===== src/source/uart_pkg.sv =====
package uart_pkg;

    // 8N1 framing
    localparam int DATA_BITS = 8;

    typedef logic [DATA_BITS-1:0] byte_t;

    // ticks per bit, and start edge to mid start bit
    localparam int OVERSAMPLE = 16;
    localparam int HALF_BIT   = OVERSAMPLE / 2;

    localparam int CLK_HZ = 100_000_000;
    localparam int BAUD   = 9600;

    // 651 clocks per oversampling tick
    localparam int TICK_DIV = CLK_HZ / (BAUD * OVERSAMPLE);

    // shared by receiver and transmitter
    typedef enum logic [1:0] {
        IDLE,
        START,
        DATA,
        STOP
    } frame_state_e;

endpackage


===== src/source/cmd_pkg.sv =====
package cmd_pkg;

    typedef enum logic [2:0] {
        CMD_NONE,
        CMD_RIGHT,
        CMD_LEFT,
        CMD_UP,
        CMD_DOWN,
        CMD_MODE
    } cmd_e;

    // occupancy of the one-entry echo register
    typedef enum logic {
        EMPTY,
        FULL
    } echo_state_e;

    // ascii r, l, u, d, s
    localparam uart_pkg::byte_t ASC_RIGHT = 8'h72;
    localparam uart_pkg::byte_t ASC_LEFT  = 8'h6c;
    localparam uart_pkg::byte_t ASC_UP    = 8'h75;
    localparam uart_pkg::byte_t ASC_DOWN  = 8'h64;
    localparam uart_pkg::byte_t ASC_MODE  = 8'h73;

endpackage


===== src/source/baud_gen.sv =====
`timescale 1ns/10ps

module baud_gen (
    input  logic clk,
    input  logic rst,
    output logic o_tick
);

    logic [$clog2(uart_pkg::TICK_DIV)-1:0] cnt;

    // one clock of tick at the end of every count
    always_ff @(posedge clk or posedge rst) begin
        if (rst) begin
            cnt    <= '0;
            o_tick <= 1'b0;
        end else if (int'(cnt) == uart_pkg::TICK_DIV - 1) begin
            cnt    <= '0;
            o_tick <= 1'b1;
        end else begin
            cnt    <= cnt + 1'b1;
            o_tick <= 1'b0;
        end
    end

endmodule


===== src/source/uart_receiver.sv =====
`timescale 1ns/10ps

module uart_receiver (
    input  logic            clk,
    input  logic            rst,
    input  logic            i_tick,
    input  logic            i_rx,
    output uart_pkg::byte_t o_rx_data,
    output logic            o_rx_valid,
    input  logic            i_rx_ready
);

    uart_pkg::frame_state_e                  state;
    logic [$clog2(uart_pkg::OVERSAMPLE)-1:0] tick_cnt;
    logic [$clog2(uart_pkg::DATA_BITS)-1:0]  bit_cnt;
    uart_pkg::byte_t                         shift_q;
    logic                                    bit_end;
    logic                                    frame_done;

    // mid-bit sample point of data and stop bits
    assign bit_end    = i_tick && (int'(tick_cnt) == uart_pkg::OVERSAMPLE - 1);
    assign frame_done = bit_end && (state == uart_pkg::STOP);

    always_ff @(posedge clk or posedge rst) begin
        if (rst) begin
            state    <= uart_pkg::IDLE;
            tick_cnt <= '0;
            bit_cnt  <= '0;
        end else if (i_tick) begin
            case (state)
                uart_pkg::IDLE: begin
                    tick_cnt <= '0;
                    bit_cnt  <= '0;
                    if (!i_rx) begin
                        state <= uart_pkg::START;
                    end
                end
                uart_pkg::START: begin
                    if (int'(tick_cnt) == uart_pkg::HALF_BIT - 1) begin
                        tick_cnt <= '0;
                        // line back high at mid-bit means a glitch
                        state    <= i_rx ? uart_pkg::IDLE : uart_pkg::DATA;
                    end else begin
                        tick_cnt <= tick_cnt + 1'b1;
                    end
                end
                uart_pkg::DATA: begin
                    if (bit_end) begin
                        tick_cnt <= '0;
                        bit_cnt  <= bit_cnt + 1'b1;
                        if (int'(bit_cnt) == uart_pkg::DATA_BITS - 1) begin
                            state <= uart_pkg::STOP;
                        end
                    end else begin
                        tick_cnt <= tick_cnt + 1'b1;
                    end
                end
                uart_pkg::STOP: begin
                    tick_cnt <= tick_cnt + 1'b1;
                    if (frame_done) begin
                        state <= uart_pkg::IDLE;
                    end
                end
                default: state <= uart_pkg::IDLE;
            endcase
        end
    end

    // lsb first, so shift in from the top
    always_ff @(posedge clk) begin
        if (bit_end && state == uart_pkg::DATA) begin
            shift_q <= {i_rx, shift_q[uart_pkg::DATA_BITS-1:1]};
        end
        if (frame_done) begin
            o_rx_data <= shift_q;
        end
    end

    // a new frame overwrites an unaccepted byte
    always_ff @(posedge clk or posedge rst) begin
        if (rst) begin
            o_rx_valid <= 1'b0;
        end else if (frame_done) begin
            o_rx_valid <= 1'b1;
        end else if (i_rx_ready) begin
            o_rx_valid <= 1'b0;
        end
    end

endmodule


===== src/source/uart_transmitter.sv =====
`timescale 1ns/10ps

module uart_transmitter (
    input  logic            clk,
    input  logic            rst,
    input  logic            i_tick,
    input  uart_pkg::byte_t i_tx_data,
    input  logic            i_tx_valid,
    output logic            o_tx_ready,
    output logic            o_tx
);

    uart_pkg::frame_state_e                  state;
    logic [$clog2(uart_pkg::OVERSAMPLE)-1:0] tick_cnt;
    logic [$clog2(uart_pkg::DATA_BITS)-1:0]  bit_cnt;
    uart_pkg::byte_t                         shift_q;
    logic                                    accept;
    logic                                    bit_end;
    logic                                    load_bit;

    assign accept  = i_tx_valid && o_tx_ready;
    assign bit_end = i_tick && (int'(tick_cnt) == uart_pkg::OVERSAMPLE - 1);
    // next data bit goes out after start and after every data bit but the last
    assign load_bit = bit_end && ((state == uart_pkg::START) ||
                      (state == uart_pkg::DATA &&
                       int'(bit_cnt) != uart_pkg::DATA_BITS - 1));

    always_ff @(posedge clk or posedge rst) begin
        if (rst) begin
            state      <= uart_pkg::IDLE;
            tick_cnt   <= '0;
            bit_cnt    <= '0;
            o_tx_ready <= 1'b0;
            o_tx       <= 1'b1;
        end else begin
            case (state)
                uart_pkg::IDLE: begin
                    tick_cnt   <= '0;
                    bit_cnt    <= '0;
                    o_tx_ready <= 1'b1;
                    if (accept) begin
                        state      <= uart_pkg::START;
                        o_tx_ready <= 1'b0;
                        o_tx       <= 1'b0;
                    end
                end
                uart_pkg::START, uart_pkg::DATA: begin
                    if (i_tick) begin
                        tick_cnt <= tick_cnt + 1'b1;
                    end
                    if (load_bit) begin
                        o_tx <= shift_q[0];
                    end
                    if (bit_end) begin
                        tick_cnt <= '0;
                        if (state == uart_pkg::START) begin
                            state <= uart_pkg::DATA;
                        end else if (load_bit) begin
                            bit_cnt <= bit_cnt + 1'b1;
                        end else begin
                            state <= uart_pkg::STOP;
                            o_tx  <= 1'b1;
                        end
                    end
                end
                uart_pkg::STOP: begin
                    if (i_tick) begin
                        tick_cnt <= tick_cnt + 1'b1;
                    end
                    if (bit_end) begin
                        state      <= uart_pkg::IDLE;
                        o_tx_ready <= 1'b1;
                    end
                end
                default: state <= uart_pkg::IDLE;
            endcase
        end
    end

    always_ff @(posedge clk) begin
        if (accept) begin
            shift_q <= i_tx_data;
        end else if (load_bit) begin
            shift_q <= {1'b0, shift_q[uart_pkg::DATA_BITS-1:1]};
        end
    end

endmodule


===== src/source/cmd_ctrl.sv =====
`timescale 1ns/10ps

module cmd_ctrl (
    input  logic            clk,
    input  logic            rst,
    input  uart_pkg::byte_t i_rx_data,
    input  logic            i_rx_valid,
    output logic            o_rx_ready,
    output uart_pkg::byte_t o_tx_data,
    output logic            o_tx_valid,
    input  logic            i_tx_ready,
    input  logic            i_btn_right,
    input  logic            i_btn_left,
    input  logic            i_btn_up,
    input  logic            i_btn_down,
    output logic            o_right,
    output logic            o_left,
    output logic            o_up,
    output logic            o_down,
    output logic            o_mode
);

    cmd_pkg::echo_state_e state;
    cmd_pkg::cmd_e        cmd;
    logic                 rx_fire;
    logic                 req_right;
    logic                 req_left;
    logic                 req_up;
    logic                 req_down;

    assign o_rx_ready = (state == cmd_pkg::EMPTY);
    assign o_tx_valid = (state == cmd_pkg::FULL);
    assign rx_fire    = i_rx_valid && o_rx_ready;

    // only a byte accepted this clock is decoded
    always_comb begin
        cmd = cmd_pkg::CMD_NONE;
        if (rx_fire) begin
            case (i_rx_data)
                cmd_pkg::ASC_RIGHT: cmd = cmd_pkg::CMD_RIGHT;
                cmd_pkg::ASC_LEFT:  cmd = cmd_pkg::CMD_LEFT;
                cmd_pkg::ASC_UP:    cmd = cmd_pkg::CMD_UP;
                cmd_pkg::ASC_DOWN:  cmd = cmd_pkg::CMD_DOWN;
                cmd_pkg::ASC_MODE:  cmd = cmd_pkg::CMD_MODE;
                default:            cmd = cmd_pkg::CMD_NONE;
            endcase
        end
    end

    assign req_right = i_btn_right || (cmd == cmd_pkg::CMD_RIGHT);
    assign req_left  = i_btn_left  || (cmd == cmd_pkg::CMD_LEFT);
    assign req_up    = i_btn_up    || (cmd == cmd_pkg::CMD_UP);
    assign req_down  = i_btn_down  || (cmd == cmd_pkg::CMD_DOWN);

    always_ff @(posedge clk or posedge rst) begin
        if (rst) begin
            state   <= cmd_pkg::EMPTY;
            o_right <= 1'b0;
            o_left  <= 1'b0;
            o_up    <= 1'b0;
            o_down  <= 1'b0;
            o_mode  <= 1'b0;
        end else begin
            if (rx_fire) begin
                state <= cmd_pkg::FULL;
            end else if (o_tx_valid && i_tx_ready) begin
                state <= cmd_pkg::EMPTY;
            end
            // right beats left beats up beats down; mode stands apart
            o_right <= req_right;
            o_left  <= req_left && !req_right;
            o_up    <= req_up && !req_right && !req_left;
            o_down  <= req_down && !req_right && !req_left && !req_up;
            o_mode  <= (cmd == cmd_pkg::CMD_MODE);
        end
    end

    // echo byte
    always_ff @(posedge clk) begin
        if (rx_fire) begin
            o_tx_data <= i_rx_data;
        end
    end

endmodule


===== src/source/uart_cmd_top.sv =====
`timescale 1ns/10ps

module uart_cmd_top (
    input  logic clk,
    input  logic rst,
    input  logic i_rx,
    input  logic i_btn_right,
    input  logic i_btn_left,
    input  logic i_btn_up,
    input  logic i_btn_down,
    output logic o_tx,
    output logic o_right,
    output logic o_left,
    output logic o_up,
    output logic o_down,
    output logic o_mode
);

    logic            tick;
    uart_pkg::byte_t rx_data;
    logic            rx_valid;
    logic            rx_ready;
    uart_pkg::byte_t tx_data;
    logic            tx_valid;
    logic            tx_ready;

    // 16x bit-rate tick
    baud_gen u_baud_gen (
        .clk   (clk),
        .rst   (rst),
        .o_tick(tick)
    );

    uart_receiver u_uart_receiver (
        .clk       (clk),
        .rst       (rst),
        .i_tick    (tick),
        .i_rx      (i_rx),
        .o_rx_data (rx_data),
        .o_rx_valid(rx_valid),
        .i_rx_ready(rx_ready)
    );

    // decode, button merge and echo
    cmd_ctrl u_cmd_ctrl (
        .clk        (clk),
        .rst        (rst),
        .i_rx_data  (rx_data),
        .i_rx_valid (rx_valid),
        .o_rx_ready (rx_ready),
        .o_tx_data  (tx_data),
        .o_tx_valid (tx_valid),
        .i_tx_ready (tx_ready),
        .i_btn_right(i_btn_right),
        .i_btn_left (i_btn_left),
        .i_btn_up   (i_btn_up),
        .i_btn_down (i_btn_down),
        .o_right    (o_right),
        .o_left     (o_left),
        .o_up       (o_up),
        .o_down     (o_down),
        .o_mode     (o_mode)
    );

    uart_transmitter u_uart_transmitter (
        .clk       (clk),
        .rst       (rst),
        .i_tick    (tick),
        .i_tx_data (tx_data),
        .i_tx_valid(tx_valid),
        .o_tx_ready(tx_ready),
        .o_tx      (o_tx)
    );

endmodule


===== config.mk =====
export PLATFORM = sky130hd
export DESIGN_NAME = uart_cmd_top
export DESIGN_NICKNAME = d
export VERILOG_FILES = /design/src/source/uart_pkg.sv /design/src/source/cmd_pkg.sv /design/src/source/baud_gen.sv /design/src/source/uart_receiver.sv /design/src/source/uart_transmitter.sv /design/src/source/cmd_ctrl.sv /design/src/source/uart_cmd_top.sv
export SDC_FILE = /design/constraint.sdc
export NUM_CORES = 1
export LEC_CHECK = 0
export BUFFER_PORTS_ARGS = -buffer_cell sky130_fd_sc_hd__buf_2
export CAP_MARGIN = 20
export CORE_MARGIN = 2
export CORE_UTILIZATION = 45
export DETAILED_ROUTE_END_ITERATION = 16
export MAX_ROUTING_LAYER = met4
export PLACE_DENSITY = 0.61
export SYNTH_ARGS = -nofsm -noshare
export SYNTH_HDL_FRONTEND = slang
export SYNTH_SLANG_ARGS = --single-unit
export TNS_END_PERCENT = 20

===== constraint.sdc =====
create_clock -name clk -period 5.26 [get_ports clk]
set_input_delay 0.263 -clock clk [delete_from_list [all_inputs] [get_ports clk]]
set_output_delay 0.263 -clock clk [all_outputs]
set_load 0.01 [all_outputs]

==> results of run 1 <==
[report_power, final]
group	internal [mW]	switching, mW	total [mW]
Combinational	0.00422	0.00913	0.0134
Sequential	0.569	0.000240	0.569
Clock	0.267	0.200	0.467
[kinds of logic (layout without fill, tap and decap cells)]
| family | count (synthesis) | count (layout) |
|---|---|---|
| flops | 70 | 70 |
| fa+ha+maj | 14 | 14 |
| simple gates | 74 | 74 |
| buf+inv | 22 | 46 |
| xor+xnor | 9 | 9 |
| mux | 19 | 19 |
| compound gates | 38 | 38 |
[layer usage]
| metal | vias up | share of wire (%) |
|---|---|---|
| met3 | 8 | 2.8 |
| met5 | - | 0 |
| met1 | 875 | 51 |
| met2 | 18 | 44 |
| met4 | 0 | 1.9 |
| li1 | 930 | - |
[worst max path at each step]
stage,to
floorplan,u_uart_transmitter.state[1]$_DFFE_PP0P_
global placement,u_uart_receiver.shift_q[0]$_DFFE_PP_
detailed placement,u_uart_receiver.shift_q[2]$_DFFE_PP_
CTS,u_uart_receiver.shift_q[4]$_DFFE_PP_
global route,u_uart_receiver.shift_q[4]$_DFFE_PP_
finish,u_uart_receiver.shift_q[4]$_DFFE_PP_
[placed cells by master (no fill, tap or decap), types with 3 or more instances in the layout]
cell type,netlist,final
inv_1,17,17
o211ai_1,4,4
xor2_1,4,4
a22o_1,5,5
clkbuf_8,0,9
nor2b_1,5,5
nor2_1,15,15
edfxtp_1,32,32
and3b_1,3,3
xnor2_1,5,5
and3_1,3,3
dfrtp_1,37,37
mux2i_1,9,9
a21oi_1,6,6
and2_1,3,3
o21ai_0,7,7
nand4_1,6,6
ha_1,14,14
mux2_2,9,9
buf_2,0,12
nand2_1,13,13
nand3_1,8,8
nor3b_1,3,3
[worst register-to-register path, cell delays in order (launching register included)]
cell and delay [ns]:
dfrtp_1 0.63, nand4_1 0.28, nor2_1 0.27, and2_1 0.36
[state kept, by name, indices dropped and copies added (netlist names), 2 cells and up, named ones only]
name                         cells
u_cmd_ctrl.o_tx_data             8
u_uart_receiver.tick_cnt         4
u_uart_transmitter.shift_q       8
u_baud_gen.cnt                  10
u_uart_transmitter.bit_cnt       3
u_uart_transmitter.state         2
u_uart_transmitter.tick_cnt      4
u_uart_receiver.shift_q          8
u_uart_receiver.o_rx_data        8
u_uart_receiver.bit_cnt          3
[cells in the mapped netlist (all sizes together) (3+ instances only)]
cell,count
o211ai,4
and3,3
xor2,4
a22o,5
nor2b,5
a21oi,6
and3b,3
edfxtp,32
ha,14
clkbuf,3
nand4,6
nor3b,4
inv,17
mux2,10
nor2,15
and2,3
nand3,8
nand2,13
dfrtp,37
o21ai,8
mux2i,9
xnor2,5
[final cells by class]
type / instances / share of cell area (%)
multi-input combinational: 154 / 32.8
inverter: 17 / 1.80
sequential: 70 / 54.0
clock inverter: 6 / 2.47
clock buffer: 10 / 3.60
timing repair buffer: 13 / 1.91
tap: 96 / 3.39
==> flow_summary.ini, run 1 <==
[outcome]
status = finished, final reports clean

[layout]
layout-drive-gt1-share_pct = 16.7
antenna_cells = 0
fillers = 573
fin_nets = 286
fin_util_pct = 52.2
multi_input_area_um2 = 1160
final_cell_count_no_fill = 366
area_delta_synth_final_pct = 12.0
seq_area_um2 = 1910
final_area_um2 = 3540

[placed_design]
io_buffers = 12
pre_cts_ws_ns = 3.40
dpl_cell_area_um2 = 3330
place_hpwl_mm = 3.22
dpl.cell_count = 350
gp_congestion = 0.785

[synth]
synth_edf_count = 32
synth_xor_xnor_area_share_pct = 2.49
syn-instance-count = 246
yosysTopAreaCell = edfxtp_1
synth_top_family_by_area = simple AND/OR/NAND/NOR gates
synth-main-ff-cell = dfrtp_1
synth_compound_area_share_pct = 8.54
synth_top_area_share_pct = 30.4
async_flop_share_pct = 54.3
syn_nets = 267
avgSynthCellArea_um2 = 12.9
synth-seq-cells = 70
synthMuxAreaShare_pct = 6.53
ys_warn_count = 0
seq_area_frac_synth_pct = 60.5
ys_types = 52
synth_area_um2 = 3160
synth-simple-area-share_pct = 13.7
synthAdderAreaFrac_pct = 5.54
yosys-top-cells-area = edfxtp_1 30%, dfrtp_1 29%, ha_1 5.5%

[route]
ant_nets = 0
routedWlPerCell_um = 13.1
viasPerCell = 5.00
dr_total_vias = 1831
drtIter0Drc = 87
route.detailed.drc = 0
wl_mm = 4.79
drt_first_pass_iters = 4

[worst_setup_path]
r2r_end = u_uart_receiver.shift_q[4]$_DFFE_PP_
reg2reg_from = u_baud_gen.o_tick$_DFF_PP0_
cp-end-kind = register
cp.depth = 3
rrSetupSlack_ns = 3.40
cpPeakStageDelay_ns = 0.63
startpoint = u_baud_gen.o_tick$_DFF_PP0_
crit_buf_inv = 0
crit_chain = nand4_1, nor2_1, and2_1
required_ns = 5.28
crit_path_max_fanout = 15
path_delay_family = simple AND/OR/NAND/NOR gates
crit_type = reg2reg
start_kind = register
crit_arrival_ns = 1.88
worst_r2r_path_depth = 3
critical_path.slowest_cell = dfrtp_1

[timing]
final_hold_viol_count = 0
skew_ns = 0.00791
whs_ns = 0.0235
period_share_pct = 35.4
fmax_ghz = 0.538
setup-tns-final_ns = 0
min_period_ns = 1.86
worst_slew_pin_slew_ns = 0.794
slew-limit-headroom_pct = 47.0
rsz0062_at_grt = false
slew_violations = 0
setup_violations = 0
worst_slack_ns = 3.40

[die]
core_um2 = 6790
die-area_um2 = 7720
io_pins = 13
die_y_um = 87.8
die_w_um = 87.8
rows = 30
start_util_pct = 46.6

[clocking]
cts_resized = 0
cts_buffers = 9
cts.clk_slew.worst_paths_ns = 0.07
h-tree-depth = 3
cts_tree = yes
post_cts_buffers = 0
cts.sinks = 70
hold_buffers = 0
clk-insertion-delay-late_ns = 0.34
clk_path_buf_depth = 2
cts-root-buf = clkbuf_8

[grt]
grt_pass1_vias = 1794
antenna_found_initial = 0
use_met2_pct = 20.8
grt.total_usage_pct = 14.5
overflow = 0
grt_use_met3_pct = 5.09
grt_max_degree = 39
grt-busiest-layer = met2
met1_usage_pct = 18.6
grt_pass1_wl_mm = 8.14

[pwr]
p_leak_nw = 1.46
p_total_mw = 1.05
p_per_area_nw_per_um2 = 296
ir_worst_vdd_v = 0.000148

[min_path]
worst_hold_path_type = in2async

[run]
drv_cap = 0
No activity file was read; power rests on OpenSTA's default activity.
==> inputs of run 2 (changes only) <==
- ABC_AREA: not set -> 1
- PLACE_DENSITY: 0.61 -> 0.64
- clock period: 5.26 -> 1.6 ns (I/O delays scaled with it)
==> flow_summary.ini, run 2 <==
[worst_setup_path]
crit_path_max_fanout = 5
worst_r2r_path_depth = 7
cp-end-kind = register
rrSetupSlack_ns = 0.12
reg2reg_from = u_uart_receiver.tick_cnt[0]$_DFFE_PP0P_
crit_arrival_ns = 1.71
crit_type = reg2reg
required_ns = 1.83
start_kind = register

[grt]
grt_pass1_wl_mm = 8.39
overflow = 0
grt_pass1_vias = 1975
grt_max_degree = 39
grt.total_usage_pct = 14.6
antenna_found_initial = 0

[pwr]
internal-power_mw = 2.62
power_switching_share_pct = 21.4
p_total_mw = 3.33
p_per_area_nw_per_um2 = 908
p_leak_nw = 1.64
pwr-share-comb_pct = 1.5
p_seq_share_pct = 56.1
ir_worst_vdd_v = 0.000416
p_sw_mw = 0.714
clock_power_share_pct = 42.3

[outcome]
status = finished, final reports clean

[clocking]
clk-insertion-delay-late_ns = 0.34
cts-root-buf = clkbuf_8
cts.sinks = 70
cts_tree = yes
cts_buffers = 9
h-tree-depth = 3
clk_path_buf_depth = 2
cts.clk_slew.worst_paths_ns = 0.08

[die]
die_w_um = 88.1
die-area_um2 = 7750
die_y_um = 88.1
rows = 30
io_pins = 13
start_util_pct = 46.5
core_um2 = 6830

[layout]
final_common_cell = nand2_1
fillers = 608
fin_util_pct = 53.7
top_register = u_baud_gen.cnt
antenna_cells = 0
largest_register_ff_count = 10
layout_common_cells = 72 x nand2_1, 45 x inv_1, 43 x nor2_1, 37 x dfrtp_1, 32 x edfxtp_1
fin_nets = 379
area_delta_synth_final_pct = 15.4
final_cell_count_no_fill = 459
layout-drive-gt1-share_pct = 15.4

[synth]
ys_warn_count = 0
async_flop_share_pct = 54.3
yosysMostFrequentCell = nand2_1
ys_types = 30
synth_edf_count = 32
yosys-top-cells-area = edfxtp_1 30%, dfrtp_1 29%, nand2_1 8.7%
seq_area_frac_synth_pct = 60.2
synth_area_um2 = 3180
syn-instance-count = 323
yosysTopAreaCell = edfxtp_1
synth-seq-cells = 70
syn_nets = 344
synth-main-ff-cell = dfrtp_1
avgSynthCellArea_um2 = 9.84
synth_common_cells = 74 x nand2_1, 46 x inv_1, 43 x nor2_1
synth_top_area_share_pct = 30.2

[timing]
skew_ns = 0.00523
period_share_pct = 92.5
rsz0062_at_grt = true
worst_slew_pin_slew_ns = 0.491
whs_ns = 0.0387
slew_violations = 0
final_hold_viol_count = 0
setup_violations = 0
min_period_ns = 1.48
fmax_ghz = 0.676
setup-tns-final_ns = 0
slew-limit-headroom_pct = 67.3

[placed_design]
dpl.cell_count = 438
io_buffers = 12
place_hpwl_mm = 3.34
gp_congestion = 0.786

[min_path]
worst_hold_path.endpoint = u_cmd_ctrl.o_down$_DFF_PP0_
worstHoldPathCells = 5
worst_hold_path_type = in2reg
worstHoldStart = i_btn_down

[run]
drv_cap = 0

[route]
drtIter0Drc = 72
routedWlPerCell_um = 10.2
dr_total_vias = 2082
ant_nets = 0
route.detailed.drc = 0
drt_first_pass_iters = 4
wl_mm = 4.68
viasPerCell = 4.54
[run 2: changes by cell type after synthesis, moves of 9 or more]
| cell | previous run | this run |
|---|---|---|
| mux2i_1 | 9 | 0 |
| nand2_1 | 13 | 74 |
| nor2_1 | 15 | 43 |
| inv_1 | 17 | 46 |
| mux2_2 | 9 | 0 |
[run 2: critical path, stage by stage, from the launching register on]
cell,delay [ns]
dfrtp_1,0.39
ha_1,0.22
nand4_2,0.20
nand2_2,0.13
nand2_2,0.08
nand3b_4,0.18
o21ai_1,0.12
nand2_1,0.06
[run 2: layout make-up]
class	instances	area [µm²]	area share, %
Clock buffer	10	128	3.48
Tap cell	96	120	3.27
Clock inverter	6	71.3	1.94
Inverter	49	185	5.05
Multi-Input combinational cell	203	1090	29.6
Sequential cell	70	1910	52.1
Timing Repair Buffer	25	165	4.50
[run 2: logic make-up (layout without fill, tap and decap cells)]
kind of cell             Yosys count  count (layout)  share of synthesized area (%)
AND/OR/NAND/NOR                  150             150                           20.8
adder cells (fa/ha/maj)           14              14                           5.51
AO/OA/AOI/OAI                     31              31                           5.27
XOR/XNOR                           8               8                           2.20
flip-flops                        70              70                           60.2
buffers and inverters             50              90                           6.06
[run 2: power by group through the flow]
| stage | logic (mW) | clock network [mW] | registers, mW |
|---|---|---|---|
| 2_1_floorplan | 0.0230 | 0 | 1.91 |
| 3_3_place_gp | 0.0460 | 0 | 1.91 |
| 3_5_place_dp | 0.0474 | 0 | 1.91 |
| 4_1_cts | 0.0529 | 1.46 | 1.87 |
| 5_1_grt | 0.0594 | 1.52 | 1.87 |
| 6_report | 0.0503 | 1.41 | 1.87 |
[run 2: per-stage QoR]
stage	cell area, µm²	worst slack (ns)
after floorplan	3180	0.0111
after detailed placement	3410	0.0218
final	3670	0.121
after global routing	3670	-0.0479
after global placement	3410	0.0342
after CTS	3640	0.0138
[run 2: how the worst max path moves through the flow]
stage                                                         start                                 endpoint  slack [ns]  depth (start not counted)
after floorplan             u_uart_receiver.tick_cnt[0]$_DFFE_PP0P_     u_uart_receiver.shift_q[0]$_DFFE_PP_        0.01                          3
after global placement    u_uart_transmitter.bit_cnt[0]$_DFFE_PP0P_  u_uart_transmitter.shift_q[3]$_DFFE_PP_        0.03                          7
after detailed placement  u_uart_transmitter.bit_cnt[0]$_DFFE_PP0P_  u_uart_transmitter.shift_q[1]$_DFFE_PP_        0.02                          7
after CTS                 u_uart_transmitter.bit_cnt[0]$_DFFE_PP0P_  u_uart_transmitter.shift_q[4]$_DFFE_PP_        0.01                          7
after global routing       u_uart_transmitter.tick_cnt[0]$_DFF_PP0_  u_uart_transmitter.state[0]$_DFFE_PP0P_       -0.05                          8
final                       u_uart_receiver.tick_cnt[0]$_DFFE_PP0P_                                 register        0.12                          7
[run 2: repair_timing]
item                                    CTS  global route
hold buffers                              3             0
endpoints found under the setup margin    0            18
gates resized for setup                   0             7
setup buffers                             0             2
endpoints found under the hold margin    40             0
[run 2: layer usage]
layer / global-route usage, % / wire length, µm
met1: 18.9 / 2390
met2: 21.4 / 2070
met3: 3.39 / 122
met4: 7.44 / 98
met5: - / 0
